### src/rtl/cnn_ctrl_pkg.sv
`default_nettype none

package cnn_ctrl_pkg;

    localparam int DATA_WIDTH = 32;
    localparam int ADDR_WIDTH = 4;
    localparam int STRB_WIDTH = DATA_WIDTH / 8;

    // register byte offsets
    localparam logic [ADDR_WIDTH-1:0] REG_CMD    = 4'h0;
    localparam logic [ADDR_WIDTH-1:0] REG_CFG1   = 4'h4;
    localparam logic [ADDR_WIDTH-1:0] REG_CFG2   = 4'h8;
    localparam logic [ADDR_WIDTH-1:0] REG_STATUS = 4'hC;

    localparam logic [7:0] OPCODE_COMPUTE = 8'd87;
    localparam logic [1:0] RESP_OKAY      = 2'b00;

    typedef logic [11:0] chan_t;
    typedef logic [8:0]  dim_t;
    // one-hot, bit n-1 selects an n x n kernel
    typedef logic [4:0]  kernel_t;

    typedef struct packed {
        chan_t      in_ch;
        chan_t      out_ch;
        logic [1:0] operation;
        dim_t       ofmap_width;
        logic [2:0] stride;
        kernel_t    kernel;
    } layer_cfg_t;

    typedef struct packed {
        logic                  awvalid;
        logic [ADDR_WIDTH-1:0] awaddr;
        logic                  wvalid;
        logic [DATA_WIDTH-1:0] wdata;
        logic [STRB_WIDTH-1:0] wstrb;
        logic                  bready;
        logic                  arvalid;
        logic [ADDR_WIDTH-1:0] araddr;
        logic                  rready;
    } axil_req_t;

    typedef struct packed {
        logic                  awready;
        logic                  wready;
        logic                  bvalid;
        logic [1:0]            bresp;
        logic                  arready;
        logic                  rvalid;
        logic [DATA_WIDTH-1:0] rdata;
        logic [1:0]            rresp;
    } axil_rsp_t;

    typedef struct packed {
        logic transfer_start;
        logic preload;
        logic port_sel;
        logic load;
    } weight_ctrl_t;

    // kernel rows from the one-hot code, defaults to 1
    function automatic logic [2:0] kernel_rows(input kernel_t kernel);
        logic [2:0] rows;
        rows = 3'd1;
        for (int i = 0; i < 5; i++) begin
            if (kernel[i]) begin
                rows = 3'(i + 1);
            end
        end
        return rows;
    endfunction

endpackage

`default_nettype wire

### src/rtl/ctrl_regs_axil.sv
`timescale 1ns/1ps
`default_nettype none

module ctrl_regs_axil
    import cnn_ctrl_pkg::*;
#(
    parameter int MAC_NUM = 256
) (
    input  logic               clk,
    input  logic               rst_n,
    input  axil_req_t          axil_req,
    input  logic               layer_done,
    output axil_rsp_t          axil_rsp,
    output layer_cfg_t         layer_cfg,
    output logic               compute_active,
    output logic [MAC_NUM-1:0] mac_enable
);

    logic [DATA_WIDTH-1:0] cmd_reg;
    logic [DATA_WIDTH-1:0] cfg1_reg;
    logic [DATA_WIDTH-1:0] cfg2_reg;
    logic [DATA_WIDTH-1:0] cmd_next;
    logic [DATA_WIDTH-1:0] rd_mux;
    logic [DATA_WIDTH-1:0] rdata;
    logic                  done;
    logic                  bvalid;
    logic                  rvalid;
    logic                  wr_hs;
    logic                  rd_hs;
    logic                  cmd_wr;
    logic                  is_compute;

    function automatic logic [DATA_WIDTH-1:0] merge_strb(
        input logic [DATA_WIDTH-1:0] cur,
        input logic [DATA_WIDTH-1:0] wdata,
        input logic [STRB_WIDTH-1:0] strb
    );
        logic [DATA_WIDTH-1:0] res;
        res = cur;
        for (int b = 0; b < STRB_WIDTH; b++) begin
            if (strb[b]) begin
                res[8*b +: 8] = wdata[8*b +: 8];
            end
        end
        return res;
    endfunction

    ////////////////////////////////////////////////////////////
    // write channel
    ////////////////////////////////////////////////////////////

    // aw and w accepted together, one write in flight
    assign wr_hs      = axil_req.awvalid && axil_req.wvalid && !bvalid;
    assign cmd_wr     = wr_hs && (axil_req.awaddr == REG_CMD);
    assign cmd_next   = merge_strb(cmd_reg, axil_req.wdata, axil_req.wstrb);
    assign is_compute = (cmd_next[7:0] == OPCODE_COMPUTE);

    always_ff @(posedge clk or negedge rst_n) begin
        if (!rst_n) begin
            cmd_reg  <= '0;
            cfg1_reg <= '0;
            cfg2_reg <= '0;
        end else if (wr_hs) begin
            case (axil_req.awaddr)
                REG_CMD:  cmd_reg  <= cmd_next;
                REG_CFG1: cfg1_reg <= merge_strb(cfg1_reg, axil_req.wdata, axil_req.wstrb);
                REG_CFG2: cfg2_reg <= merge_strb(cfg2_reg, axil_req.wdata, axil_req.wstrb);
                // status and holes are dropped
                default: ;
            endcase
        end
    end

    // start, abort and completion
    always_ff @(posedge clk or negedge rst_n) begin
        if (!rst_n) begin
            compute_active <= 1'b0;
            done           <= 1'b0;
        end else if (cmd_wr) begin
            compute_active <= is_compute;
            if (is_compute) begin
                done <= 1'b0;
            end
        end else if (layer_done) begin
            compute_active <= 1'b0;
            done           <= 1'b1;
        end
    end

    ////////////////////////////////////////////////////////////
    // read channel and responses
    ////////////////////////////////////////////////////////////

    assign rd_hs = axil_req.arvalid && !rvalid;

    always_comb begin
        case (axil_req.araddr)
            REG_CMD:    rd_mux = cmd_reg;
            REG_CFG1:   rd_mux = cfg1_reg;
            REG_CFG2:   rd_mux = cfg2_reg;
            REG_STATUS: rd_mux = {{(DATA_WIDTH-2){1'b0}}, compute_active, done};
            default:    rd_mux = '0;
        endcase
    end

    always_ff @(posedge clk or negedge rst_n) begin
        if (!rst_n) begin
            bvalid <= 1'b0;
            rvalid <= 1'b0;
        end else begin
            if (wr_hs) begin
                bvalid <= 1'b1;
            end else if (axil_req.bready) begin
                bvalid <= 1'b0;
            end
            if (rd_hs) begin
                rvalid <= 1'b1;
            end else if (axil_req.rready) begin
                rvalid <= 1'b0;
            end
        end
    end

    always_ff @(posedge clk or negedge rst_n) begin
        if (!rst_n) begin
            rdata <= '0;
        end else if (rd_hs) begin
            rdata <= rd_mux;
        end
    end

    assign axil_rsp.awready = wr_hs;
    assign axil_rsp.wready  = wr_hs;
    assign axil_rsp.bvalid  = bvalid;
    assign axil_rsp.bresp   = RESP_OKAY;
    assign axil_rsp.arready = rd_hs;
    assign axil_rsp.rvalid  = rvalid;
    assign axil_rsp.rdata   = rdata;
    assign axil_rsp.rresp   = RESP_OKAY;

    ////////////////////////////////////////////////////////////
    // config decode and lane mask
    ////////////////////////////////////////////////////////////

    assign layer_cfg.in_ch       = cmd_reg[19:8];
    assign layer_cfg.out_ch      = cmd_reg[31:20];
    assign layer_cfg.operation   = cfg1_reg[1:0];
    assign layer_cfg.ofmap_width = cfg1_reg[10:2];
    assign layer_cfg.stride      = cfg1_reg[13:11];
    assign layer_cfg.kernel      = cfg2_reg[4:0];

    // one lane per input channel
    always_comb begin
        for (int i = 0; i < MAC_NUM; i++) begin
            mac_enable[i] = (i < int'(layer_cfg.in_ch));
        end
    end

endmodule

`default_nettype wire

### src/rtl/ifmap_sequencer.sv
`timescale 1ns/1ps
`default_nettype none

module ifmap_sequencer
    import cnn_ctrl_pkg::*;
(
    input  logic       clk,
    input  logic       rst_n,
    input  logic       compute_active,
    input  layer_cfg_t layer_cfg,
    input  logic       ifmap_fifo_empty,
    input  logic       filters_done,
    output logic       load_ifmaps,
    output logic       compute_phase,
    output logic       layer_done
);

    typedef enum logic [1:0] {
        S_IDLE,
        S_WAIT,
        S_LOAD,
        S_COMPUTE
    } state_t;

    state_t     state;
    logic [2:0] fetch_left;
    dim_t       col;
    dim_t       row;
    dim_t       last_idx;
    logic       last_col;
    logic       last_pos;
    logic       pass_end;

    // square map, same bound for columns and rows
    assign last_idx = layer_cfg.ofmap_width - dim_t'(1);
    assign last_col = (col == last_idx);
    assign last_pos = last_col && (row == last_idx);
    assign pass_end = (state == S_COMPUTE) && filters_done;

    assign load_ifmaps   = (state == S_LOAD);
    assign compute_phase = (state == S_COMPUTE);
    assign layer_done    = pass_end && last_pos;

    ////////////////////////////////////////////////////////////
    // column fetch FSM
    ////////////////////////////////////////////////////////////

    always_ff @(posedge clk or negedge rst_n) begin
        if (!rst_n) begin
            state      <= S_IDLE;
            fetch_left <= '0;
        end else if (!compute_active) begin
            state <= S_IDLE;
        end else begin
            case (state)
                S_IDLE: begin
                    state      <= S_WAIT;
                    fetch_left <= kernel_rows(layer_cfg.kernel);
                end
                S_WAIT: begin
                    if (!ifmap_fifo_empty) begin
                        state <= S_LOAD;
                    end
                end
                S_LOAD: begin
                    fetch_left <= fetch_left - 3'd1;
                    state      <= (fetch_left == 3'd1) ? S_COMPUTE : S_WAIT;
                end
                S_COMPUTE: begin
                    if (filters_done) begin
                        if (last_pos) begin
                            state <= S_IDLE;
                        end else begin
                            state <= S_WAIT;
                            // new row needs the whole window again
                            fetch_left <= last_col ? kernel_rows(layer_cfg.kernel) : 3'd1;
                        end
                    end
                end
                default: state <= S_IDLE;
            endcase
        end
    end

    // output position, advanced once per finished pass
    always_ff @(posedge clk or negedge rst_n) begin
        if (!rst_n) begin
            col <= '0;
            row <= '0;
        end else if (state == S_IDLE) begin
            col <= '0;
            row <= '0;
        end else if (pass_end) begin
            if (last_col) begin
                col <= '0;
                row <= row + dim_t'(1);
            end else begin
                col <= col + dim_t'(1);
            end
        end
    end

endmodule

`default_nettype wire

### src/rtl/weight_sequencer.sv
`timescale 1ns/1ps
`default_nettype none

module weight_sequencer
    import cnn_ctrl_pkg::*;
(
    input  logic         clk,
    input  logic         rst_n,
    input  logic         compute_active,
    input  layer_cfg_t   layer_cfg,
    input  logic         compute_phase,
    input  logic         weight_valid,
    output weight_ctrl_t weight_ctrl,
    output logic         filters_done
);

    typedef enum logic [1:0] {
        S_IDLE,
        S_START,
        S_STEP,
        S_LOAD
    } state_t;

    state_t     state;
    logic [2:0] step;
    logic [2:0] last_step;
    chan_t      filter_cnt;
    logic       odd_step;
    logic       step_done;
    logic       last_filter;

    assign last_step   = kernel_rows(layer_cfg.kernel) - 3'd1;
    assign odd_step    = step[0];
    // even steps read BRAM and wait, odd steps take the other port
    assign step_done   = (state == S_STEP) && (odd_step || weight_valid);
    assign last_filter = (filter_cnt == layer_cfg.out_ch - chan_t'(1));

    always_comb begin
        weight_ctrl.transfer_start = (state == S_START);
        weight_ctrl.preload        = step_done;
        weight_ctrl.port_sel       = (state == S_STEP) && odd_step;
        weight_ctrl.load           = (state == S_LOAD);
    end

    assign filters_done = (state == S_LOAD) && last_filter;

    ////////////////////////////////////////////////////////////
    // kernel row FSM
    ////////////////////////////////////////////////////////////

    always_ff @(posedge clk or negedge rst_n) begin
        if (!rst_n) begin
            state      <= S_IDLE;
            step       <= '0;
            filter_cnt <= '0;
        end else if (!compute_active) begin
            state <= S_IDLE;
        end else begin
            case (state)
                S_IDLE: begin
                    filter_cnt <= '0;
                    if (compute_phase) begin
                        state <= S_START;
                    end
                end
                S_START: begin
                    step  <= '0;
                    state <= S_STEP;
                end
                S_STEP: begin
                    if (step_done) begin
                        if (step == last_step) begin
                            state <= S_LOAD;
                        end else begin
                            step <= step + 3'd1;
                        end
                    end
                end
                S_LOAD: begin
                    // one filter done, next output channel
                    filter_cnt <= filter_cnt + chan_t'(1);
                    step       <= '0;
                    state      <= last_filter ? S_IDLE : S_STEP;
                end
                default: state <= S_IDLE;
            endcase
        end
    end

endmodule

`default_nettype wire

### src/rtl/cnn_ctrl_top.sv
`timescale 1ns/1ps
`default_nettype none

module cnn_ctrl_top
    import cnn_ctrl_pkg::*;
#(
    parameter int MAC_NUM = 256
) (
    input  logic               clk,
    input  logic               rst_n,
    input  axil_req_t          axil_req,
    input  logic               ifmap_fifo_empty,
    input  logic               weight_valid,
    output axil_rsp_t          axil_rsp,
    output logic               load_ifmaps,
    output weight_ctrl_t       weight_ctrl,
    output logic [MAC_NUM-1:0] mac_enable,
    output layer_cfg_t         layer_cfg,
    output logic               stream_en
);

    logic compute_active;
    logic compute_phase;
    logic filters_done;
    logic layer_done;

    // streaming follows the active layer
    assign stream_en = compute_active;

    ctrl_regs_axil #(
        .MAC_NUM (MAC_NUM)
    ) regs_i (
        .clk            (clk),
        .rst_n          (rst_n),
        .axil_req       (axil_req),
        .layer_done     (layer_done),
        .axil_rsp       (axil_rsp),
        .layer_cfg      (layer_cfg),
        .compute_active (compute_active),
        .mac_enable     (mac_enable)
    );

    ifmap_sequencer ifmap_seq_i (
        .clk              (clk),
        .rst_n            (rst_n),
        .compute_active   (compute_active),
        .layer_cfg        (layer_cfg),
        .ifmap_fifo_empty (ifmap_fifo_empty),
        .filters_done     (filters_done),
        .load_ifmaps      (load_ifmaps),
        .compute_phase    (compute_phase),
        .layer_done       (layer_done)
    );

    weight_sequencer weight_seq_i (
        .clk            (clk),
        .rst_n          (rst_n),
        .compute_active (compute_active),
        .layer_cfg      (layer_cfg),
        .compute_phase  (compute_phase),
        .weight_valid   (weight_valid),
        .weight_ctrl    (weight_ctrl),
        .filters_done   (filters_done)
    );

endmodule

`default_nettype wire

### config.mk
export PLATFORM = sky130hd
export DESIGN_NAME = cnn_ctrl_top
export DESIGN_NICKNAME = d
export VERILOG_FILES = /design/src/rtl/cnn_ctrl_pkg.sv /design/src/rtl/ctrl_regs_axil.sv /design/src/rtl/ifmap_sequencer.sv /design/src/rtl/weight_sequencer.sv /design/src/rtl/cnn_ctrl_top.sv
export SDC_FILE = /design/constraint.sdc
export NUM_CORES = 1
export LEC_CHECK = 0
export BUFFER_PORTS_ARGS = -buffer_cell sky130_fd_sc_hd__buf_2
export CELL_PAD_IN_SITES_DETAIL_PLACEMENT = 1
export CELL_PAD_IN_SITES_GLOBAL_PLACEMENT = 2
export CORE_ASPECT_RATIO = 1.25
export CORE_MARGIN = 3
export CORE_UTILIZATION = 30
export DETAILED_ROUTE_END_ITERATION = 12
export PLACE_DENSITY_LB_ADDON = 0.1
export SLEW_MARGIN = 20
export SYNTH_ARGS = -nofsm -noshare
export SYNTH_HDL_FRONTEND = slang
export SYNTH_HIERARCHICAL = 1
export SYNTH_SLANG_ARGS = --single-unit
### constraint.sdc
create_clock -name clk -period 4.5 [get_ports clk]
set_clock_uncertainty 0.2 [all_clocks]
set_input_delay 0.9 -clock clk [delete_from_list [all_inputs] [get_ports clk]]
set_output_delay 0.9 -clock clk [all_outputs]
set_load 0.005 [all_outputs]
==> metrics, run 1 <==
actual transition at the worst max-transition pin=approximately 0.96 ns; critical path required time=3.40 ns; ordered cell list for the critical path=nor4_4 > inv_4 > a211oi_4 > buf_4 > a21oi_1 > buf_2; final setup fails=0; number of DRC markers in iteration 0=510; Post-Route Hold Slack=between 0.2 and 0.3 ns; arrival time of the worst setup path=about 3.1 ns; Largest delay share family, worst path=buffers and inverters; met3 track demand over resource in global routing=3.66%; top cells by area in the synthesized netlist=sky130_fd_sc_hd__dfrtp_1 (38%), sky130_fd_sc_hd__mux2_2 (9.2%), sky130_fd_sc_hd__a21oi_1 (6.3%), sky130_fd_sc_hd__o21ai_0 (6.0%), sky130_fd_sc_hd__buf_4 (4.2%); DP Area=13600 µm²; number of nets in the layout=~1600; layout cells sized above 1=between 40% and 50%; maximum fanout along the worst path=24; number of enable flip-flop cells after synthesis=0; y dimension of the die=between 200 and 250 µm; final non-filler cell total=2019; Port-buffer cells=slightly below 400; num ports=399; clock insertion delay at the later pin of the skew report=between 0.4 and 0.5 ns; shortest clock period the worst path allows after layout=4.18 ns; setup TNS after final layout=0 ns; Syn Inst Count=between 1000 and 1500; worst slew margin relative to its limit=36.3%; synthesis-stage register bit count=between 150 and 200; overflow left after global routing=0; fin. max-slew vios=0; Std-Cell Rows=79; PnR Total Power=about 6.0 mW; Comb pwr share=45.4%; sequential cell fraction of total power=30.1%; met2 Use GR=between 40 and 50%; number of cells on the worst hold path=2; clock group share of total power=roughly a quarter; antenna violations before repair=2; number of max-cap violations=0; Total Routing Usage GR=a little under a quarter; Worst VDD drop=between 0.0002 and 0.0003 V; Critical Path Sink Type=output pin; wire length of the first global-routing pass=74300 µm; depth of the worst register-to-register path=13; clock transition at the registers of the reported paths=about 0.070 ns; Routed Antenna Nets=0; wire length reported by the detailed router=49900 µm; result of the run=finished clean; clock root buffer master=sky130_fd_sc_hd__clkbuf_16; vias after detailed routing=between 10000 and 15000; post-DR wirelength/cell=approximately 25 µm; routing usage on met1=between 20% and 30%; prevailing post-synth register cell=sky130_fd_sc_hd__dfrtp_1; post-route fraction of the period consumed by the critical path=slightly above 90%; power density cells=between 400 and 500 nW/µm²; FFs w/ async S/R, synth=100%; half-perimeter wire length of the detailed placement result=between 30000 and 40000 µm; layout overhead on the synthesized area=23.5%; TritonCTS buffer count=17; switching power=~2.4 mW; delay contributed by the slowest stage of the critical path=about 0.60 ns; placeable core region=between 30000 and 40000 µm²; cell area after synthesis=11400 µm²; clock tree from TritonCTS=built; Critical Setup Path Class=reg2out; fraction of the yosys area taken by sequential cells=37.6%; Max stage delay cell, worst path=sky130_fd_sc_hd__nor4_4; via count of the first global-routing pass=10959; top achievable clock speed=0.239 GHz; per-cell via count in the routed design=approximately 5.4; die boundary width=~180 µm; deepest clock path buffer count=2; Starting Density=a little over 30%; worst path bufs/invs=3; CTS sink cnt=~170; critical path depth=6; most congested layer reported by global routing=met2; setup repair after global routing missed its margin=no; internal power component=3.56 mW; warnings from Yosys=6; Residual DRC=0; total leakage power=around 6.8 nW; fraction of power spent switching nets=roughly two fifths; final estimated routing congestion in global placement=around 0.85; worst min path class=reg2reg; cell type contributing the most total cell area after synthesis=sky130_fd_sc_hd__dfrtp_1; Worst setup SP type=register; Synth top area share=37.6%; Detailed Routing Iterations Pass 1=5; number of placed instances with taps included=just under 2000; final instance area=between 10000 and 15000 µm²; total die area=between 40000 and 50000 µm²; average size of a mapped cell=9.46 µm²; Synth cell types=between 80 and 90; maximum number of pins on one net before global-route repair=between 100 and 150; H-Tree Level Count=4; Hold Violations, Final=0
## synthesized netlist by cell type (all sizes together) (3+ instances only)
cell and number:
a31o 4, nand2b 12, buf 92, o21ai 142, o31a 6, inv 39
a21oi 148, or3 8, or4 4, nor4 18, xnor3 4, or2 5
nand4 11, a31oi 5, nor2b 13, nor3 14, a32oi 31, ha 13
a22oi 31, nand3b 4, or4b 4, xor2 26, and2 8, o31ai 8
nor2 58, mux2 100, nand3 15, nor4bb 3, dfrtp 172, clkbuf 59
nor4b 4, xnor2 25, and3 9, nand4b 7, a211oi 3, nand2 66
## timing repair
action,4_1_cts,5_1_grt
hold buffers,0,0
endpoints found under the setup margin,0,6
setup buffers,0,0
gates resized for setup,0,2
## worst min-delay path, stage by stage, from the launching register on
cell and delay, ns:
sky130_fd_sc_hd__dfrtp_1 0.34, sky130_fd_sc_hd__a32oi_1 0.05, sky130_fd_sc_hd__o21ai_0 0.06
## power by group through the flow
| stage | Clock [mW] | Sequential [mW] | Combinational, mW |
|---|---|---|---|
| global route | 1.57 | 1.82 | 2.95 |
| detailed placement | 0 | 1.83 | 2.72 |
| finish | 1.46 | 1.80 | 2.71 |
| floorplan | 0 | 1.74 | 1.46 |
| CTS | 1.51 | 1.80 | 2.73 |
| global placement | 0 | 1.82 | 2.74 |
## layout by cell type (no fill, tap or decap), drive strengths merged, types with 6 or more instances in the layout
master	Yosys	layout
nor2	58	58
o21ai	142	142
inv	39	46
dfrtp	172	172
and2	8	8
ha	13	13
xor2	26	26
nor3	14	14
o31ai	8	8
or3	8	8
and3	9	9
a32oi	31	31
nor4	18	18
buf	92	438
o31a	6	6
nand4b	7	7
xnor2	25	25
a22oi	31	31
clkbuf	59	19
mux2	100	100
nand4	11	11
a21oi	148	148
nand2b	12	12
nand3	15	15
nor2b	13	13
nand2	66	66
## kinds of logic after synthesis
logic type,synth area share (%)
AO/OA/AOI/OAI,21.8
AND/OR/NAND/NOR,15.1
buffers and inverters,8.95
flip-flops,37.6
multiplexers,10.3
XOR/XNOR,4.71
adder cells (fa/ha/maj),1.42
other,0.0328
## per-stage QoR
| stage | utilization, % | setup WS, ns |
|---|---|---|
| 2_1_floorplan | - | 0.989 |
| 3_3_place_gp | 36.2 | 0.350 |
| 3_5_place_dp | 36.2 | 0.235 |
| 4_1_cts | 37.7 | 0.181 |
| 5_1_grt | 37.7 | 0.0665 |
| 6_report | 37.7 | 0.324 |
## cell type report
class	count	area (µm²)
repair buffers	439	2320
diodes	2	5.00
clock inverters	12	131
multi-input cells	851	6180
inverters	39	149
clock buffers	18	439
well taps	486	608
fillers	4450	23300
flip-flops and latches	172	4300
## final timing paths
kind	start	to	slack [ns]
worst max-delay path	regs_i/cmd_reg[18]$_DFFE_PN0P_	mac_enable[80]	0.32
worst min register to register	regs_i/rdata[2]$_DFFE_PN0P_	regs_i/rdata[2]$_DFFE_PN0P_	0.29
max in group asynchronous	rst_n	ifmap_seq_i/state[0]$_DFFE_PN0P_	2.72
worst min-delay path	regs_i/rdata[2]$_DFFE_PN0P_	regs_i/rdata[2]$_DFFE_PN0P_	0.29
min in group asynchronous	rst_n	regs_i/cmd_reg[16]$_DFFE_PN0P_	0.40
worst max register to register	regs_i/cmd_reg[23]$_DFFE_PN0P_	ifmap_seq_i/row[7]$_DFFE_PN0P_	0.49
## layer usage
metal / routed length, µm / up-vias
li1: - / 4959
met1: 20900 / 5535
met2: 25700 / 293
met3: 2080 / 48
met4: 1160 / 0
met5: 0 / -
No activity file was read; power rests on OpenSTA's default activity.
==> run 2, diff against run 1 <==
Settings changed: CORE_UTILIZATION 30 to 32.
Clock period 4.5 ns to 5.17 ns, I/O delays scaled along.
==> run 2 against run 1 <==
  * Sequential share of layout area rose by 0.20 points
  * Utilization rose by 2.5 points
  * Final area fell by 0.66%
==> metrics, run 2 (synthesis gave the netlist of run 1 again) <==
fin. max-slew vios=0; setup repair after global routing missed its margin=no; number of nets in the layout=approximately 1600; number of max-cap violations=0; actual transition at the worst max-transition pin=1.03 ns; clock root buffer master=sky130_fd_sc_hd__clkbuf_16; Starting Density=32.8%; Critical Setup Path Class=reg2out; via count of the first global-routing pass=approximately 11000; clock insertion delay at the later pin of the skew report=roughly 0.44 ns; layout cells sized above 1=41.0%; maximum fanout along the worst path=26; post-CTS setup buffer count=0; final non-filler cell total=about 2000; num ports=around 400; Fillers=a little over 4000; final core area utilization=slightly above 40%; wire length the detailed router placed on met1=between 20000 and 25000 µm; Std-Cell Rows=76; wire length of the first global-routing pass=approximately 75000 µm; top achievable clock speed=0.231 GHz; post-DR wirelength/cell=between 20 and 30 µm; layout overhead on the synthesized area=22.7%; vias after detailed routing=10923; final estimated routing congestion in global placement=about 0.85; clock tree from TritonCTS=built; Largest delay share family, worst path=simple AND/OR/NAND/NOR gates; Max Used Layer=met5; result of the run=finished clean; total leakage power=between 6 and 7 nW; Total Routing Usage GR=between 20 and 30%; number of placed instances with taps included=between 1500 and 2000; Routed Antenna Nets=0; hold_buf cts=0; overflow left after global routing=0; arrival time of the worst setup path=approximately 3.1 ns; Hold Violations, Final=0; y dimension of the die=between 200 and 250 µm; Routed met3 length=about 3200 µm; per-cell via count in the routed design=about 5.5; CTS resizes=0; clock transition at the registers of the reported paths=roughly 0.07 ns; deepest clock path buffer count=2; antenna violations before repair=6; H-Tree Level Count=4; post-route fraction of the period consumed by the critical path=around 84%; Worst VDD drop=0.000237 V; half-perimeter wire length of the detailed placement result=around 38000 µm; Detailed Routing Iterations Pass 1=5; number of DRC markers in iteration 0=about 540; Max stage delay cell, worst path=sky130_fd_sc_hd__nor3_4; shortest clock period the worst path allows after layout=4.33 ns; wire length reported by the detailed router=between 50000 and 60000 µm; worst path bufs/invs=3; final instance area=~14000 µm²; met2 wire len=25200 µm; setup TNS after final layout=0 ns; die boundary width=approximately 180 µm; worst setup slack after placement=approximately 1.1 ns; Critical Path Sink Type=output pin; maximum number of pins on one net before global-route repair=between 90 and 100; TritonCTS buffer count=17; Worst setup SP type=register; leading cell type in the layout, fill and taps excluded=sky130_fd_sc_hd__buf_2; power density cells=around 370 nW/µm²; worst slew margin relative to its limit=a little under a third; commonest cells after routing, fill and taps aside=sky130_fd_sc_hd__buf_2 (393), sky130_fd_sc_hd__dfrtp_1 (172), sky130_fd_sc_hd__a21oi_1 (145), sky130_fd_sc_hd__o21ai_0 (137), sky130_fd_sc_hd__mux2_2 (94); Residual DRC=0; Worst Setup Slack, final=0.845 ns; worst min path class=reg2reg; DP Area=roughly 13000 µm²; total die area=approximately 38000 µm²; PnR Total Power=between 5 and 6 mW; Port-buffer cells=394; Post-Route Hold Slack=approximately 0.29 ns; CTS sink cnt=between 150 and 200; delay contributed by the slowest stage of the critical path=around 0.80 ns; diode insertion count for antenna repair=0; ordered cell list for the critical path=nor4_4 > buf_4 > inv_4 > nor3_4 > o21ai_0 > buf_2; critical path required time=approximately 3.9 ns; final setup fails=0; placeable core region=34900 µm²
## run 2: cell count changes in the layout (fill, tap and decap cells not counted), moves of 2 or more
cell,change
sky130_fd_sc_hd__nor4_2,-2
sky130_fd_sc_hd__diode_2,-2
sky130_fd_sc_hd__o21ai_1,-2
sky130_fd_sc_hd__buf_4,-18
## run 2: final timing paths
kind | start | endpoint | slack [ns] | depth (start not counted)
min in group asynchronous | rst_n | ifmap_seq_i/fetch_left[2]$_DFFE_PN0P_ | 0.41 | 1
max in group asynchronous | rst_n | regs_i/cmd_reg[26]$_DFFE_PN0P_ | 3.33 | 2
max | regs_i/cmd_reg[17]$_DFFE_PN0P_ | mac_enable[55] | 0.84 | 6
min reg2reg | ifmap_seq_i/fetch_left[1]$_DFFE_PN0P_ | ifmap_seq_i/fetch_left[1]$_DFFE_PN0P_ | 0.29 | 1
max reg2reg | regs_i/cmd_reg[23]$_DFFE_PN0P_ | ifmap_seq_i/row[7]$_DFFE_PN0P_ | 1.03 | 13
min | ifmap_seq_i/fetch_left[1]$_DFFE_PN0P_ | ifmap_seq_i/fetch_left[1]$_DFFE_PN0P_ | 0.29 | 1
## run 2: final cells by class
cell class / count / area, µm² / area share, %
Clock buffer: 19 / 443 / 3.15
Clock inverter: 13 / 150 / 1.07
Inverter: 39 / 149 / 1.06
Multi-Input combinational cell: 851 / 6190 / 44.1
Sequential cell: 172 / 4300 / 30.7
Tap cell: 468 / 586 / 4.17
Timing Repair Buffer: 423 / 2220 / 15.8
## run 2: power by group
group	internal (mW)	total, mW	switching [mW]	leakage [nW]
Sequential	1.44	1.57	0.134	2.35
Clock	0.701	1.31	0.607	0.290
Combinational	0.957	2.37	1.41	4.07
## run 2: worst reg2reg max path, stage by stage, from the launching register on
cell and delay [ns]:
sky130_fd_sc_hd__dfrtp_1 0.50, sky130_fd_sc_hd__nor4_1 0.51, sky130_fd_sc_hd__nand3_1 0.14, sky130_fd_sc_hd__o211a_1 0.23, sky130_fd_sc_hd__o31a_1 0.30, sky130_fd_sc_hd__nor4_2 0.36
sky130_fd_sc_hd__and2_1 0.28, sky130_fd_sc_hd__nand2_1 0.14, sky130_fd_sc_hd__o21ai_0 0.38, sky130_fd_sc_hd__o2111ai_1 0.24, sky130_fd_sc_hd__o21ai_1 0.16, sky130_fd_sc_hd__buf_4 0.25
sky130_fd_sc_hd__a31oi_1 0.11, sky130_fd_sc_hd__a41o_1 0.21
## run 2: per-layer routing
metal | up-vias | track usage [%]
met2 | 381 | 44.4
met3 | 50 | 5.29
met5 | - | 0
li1 | 4929 | -
met4 | 2 | 6.63
met1 | 5561 | 33.0
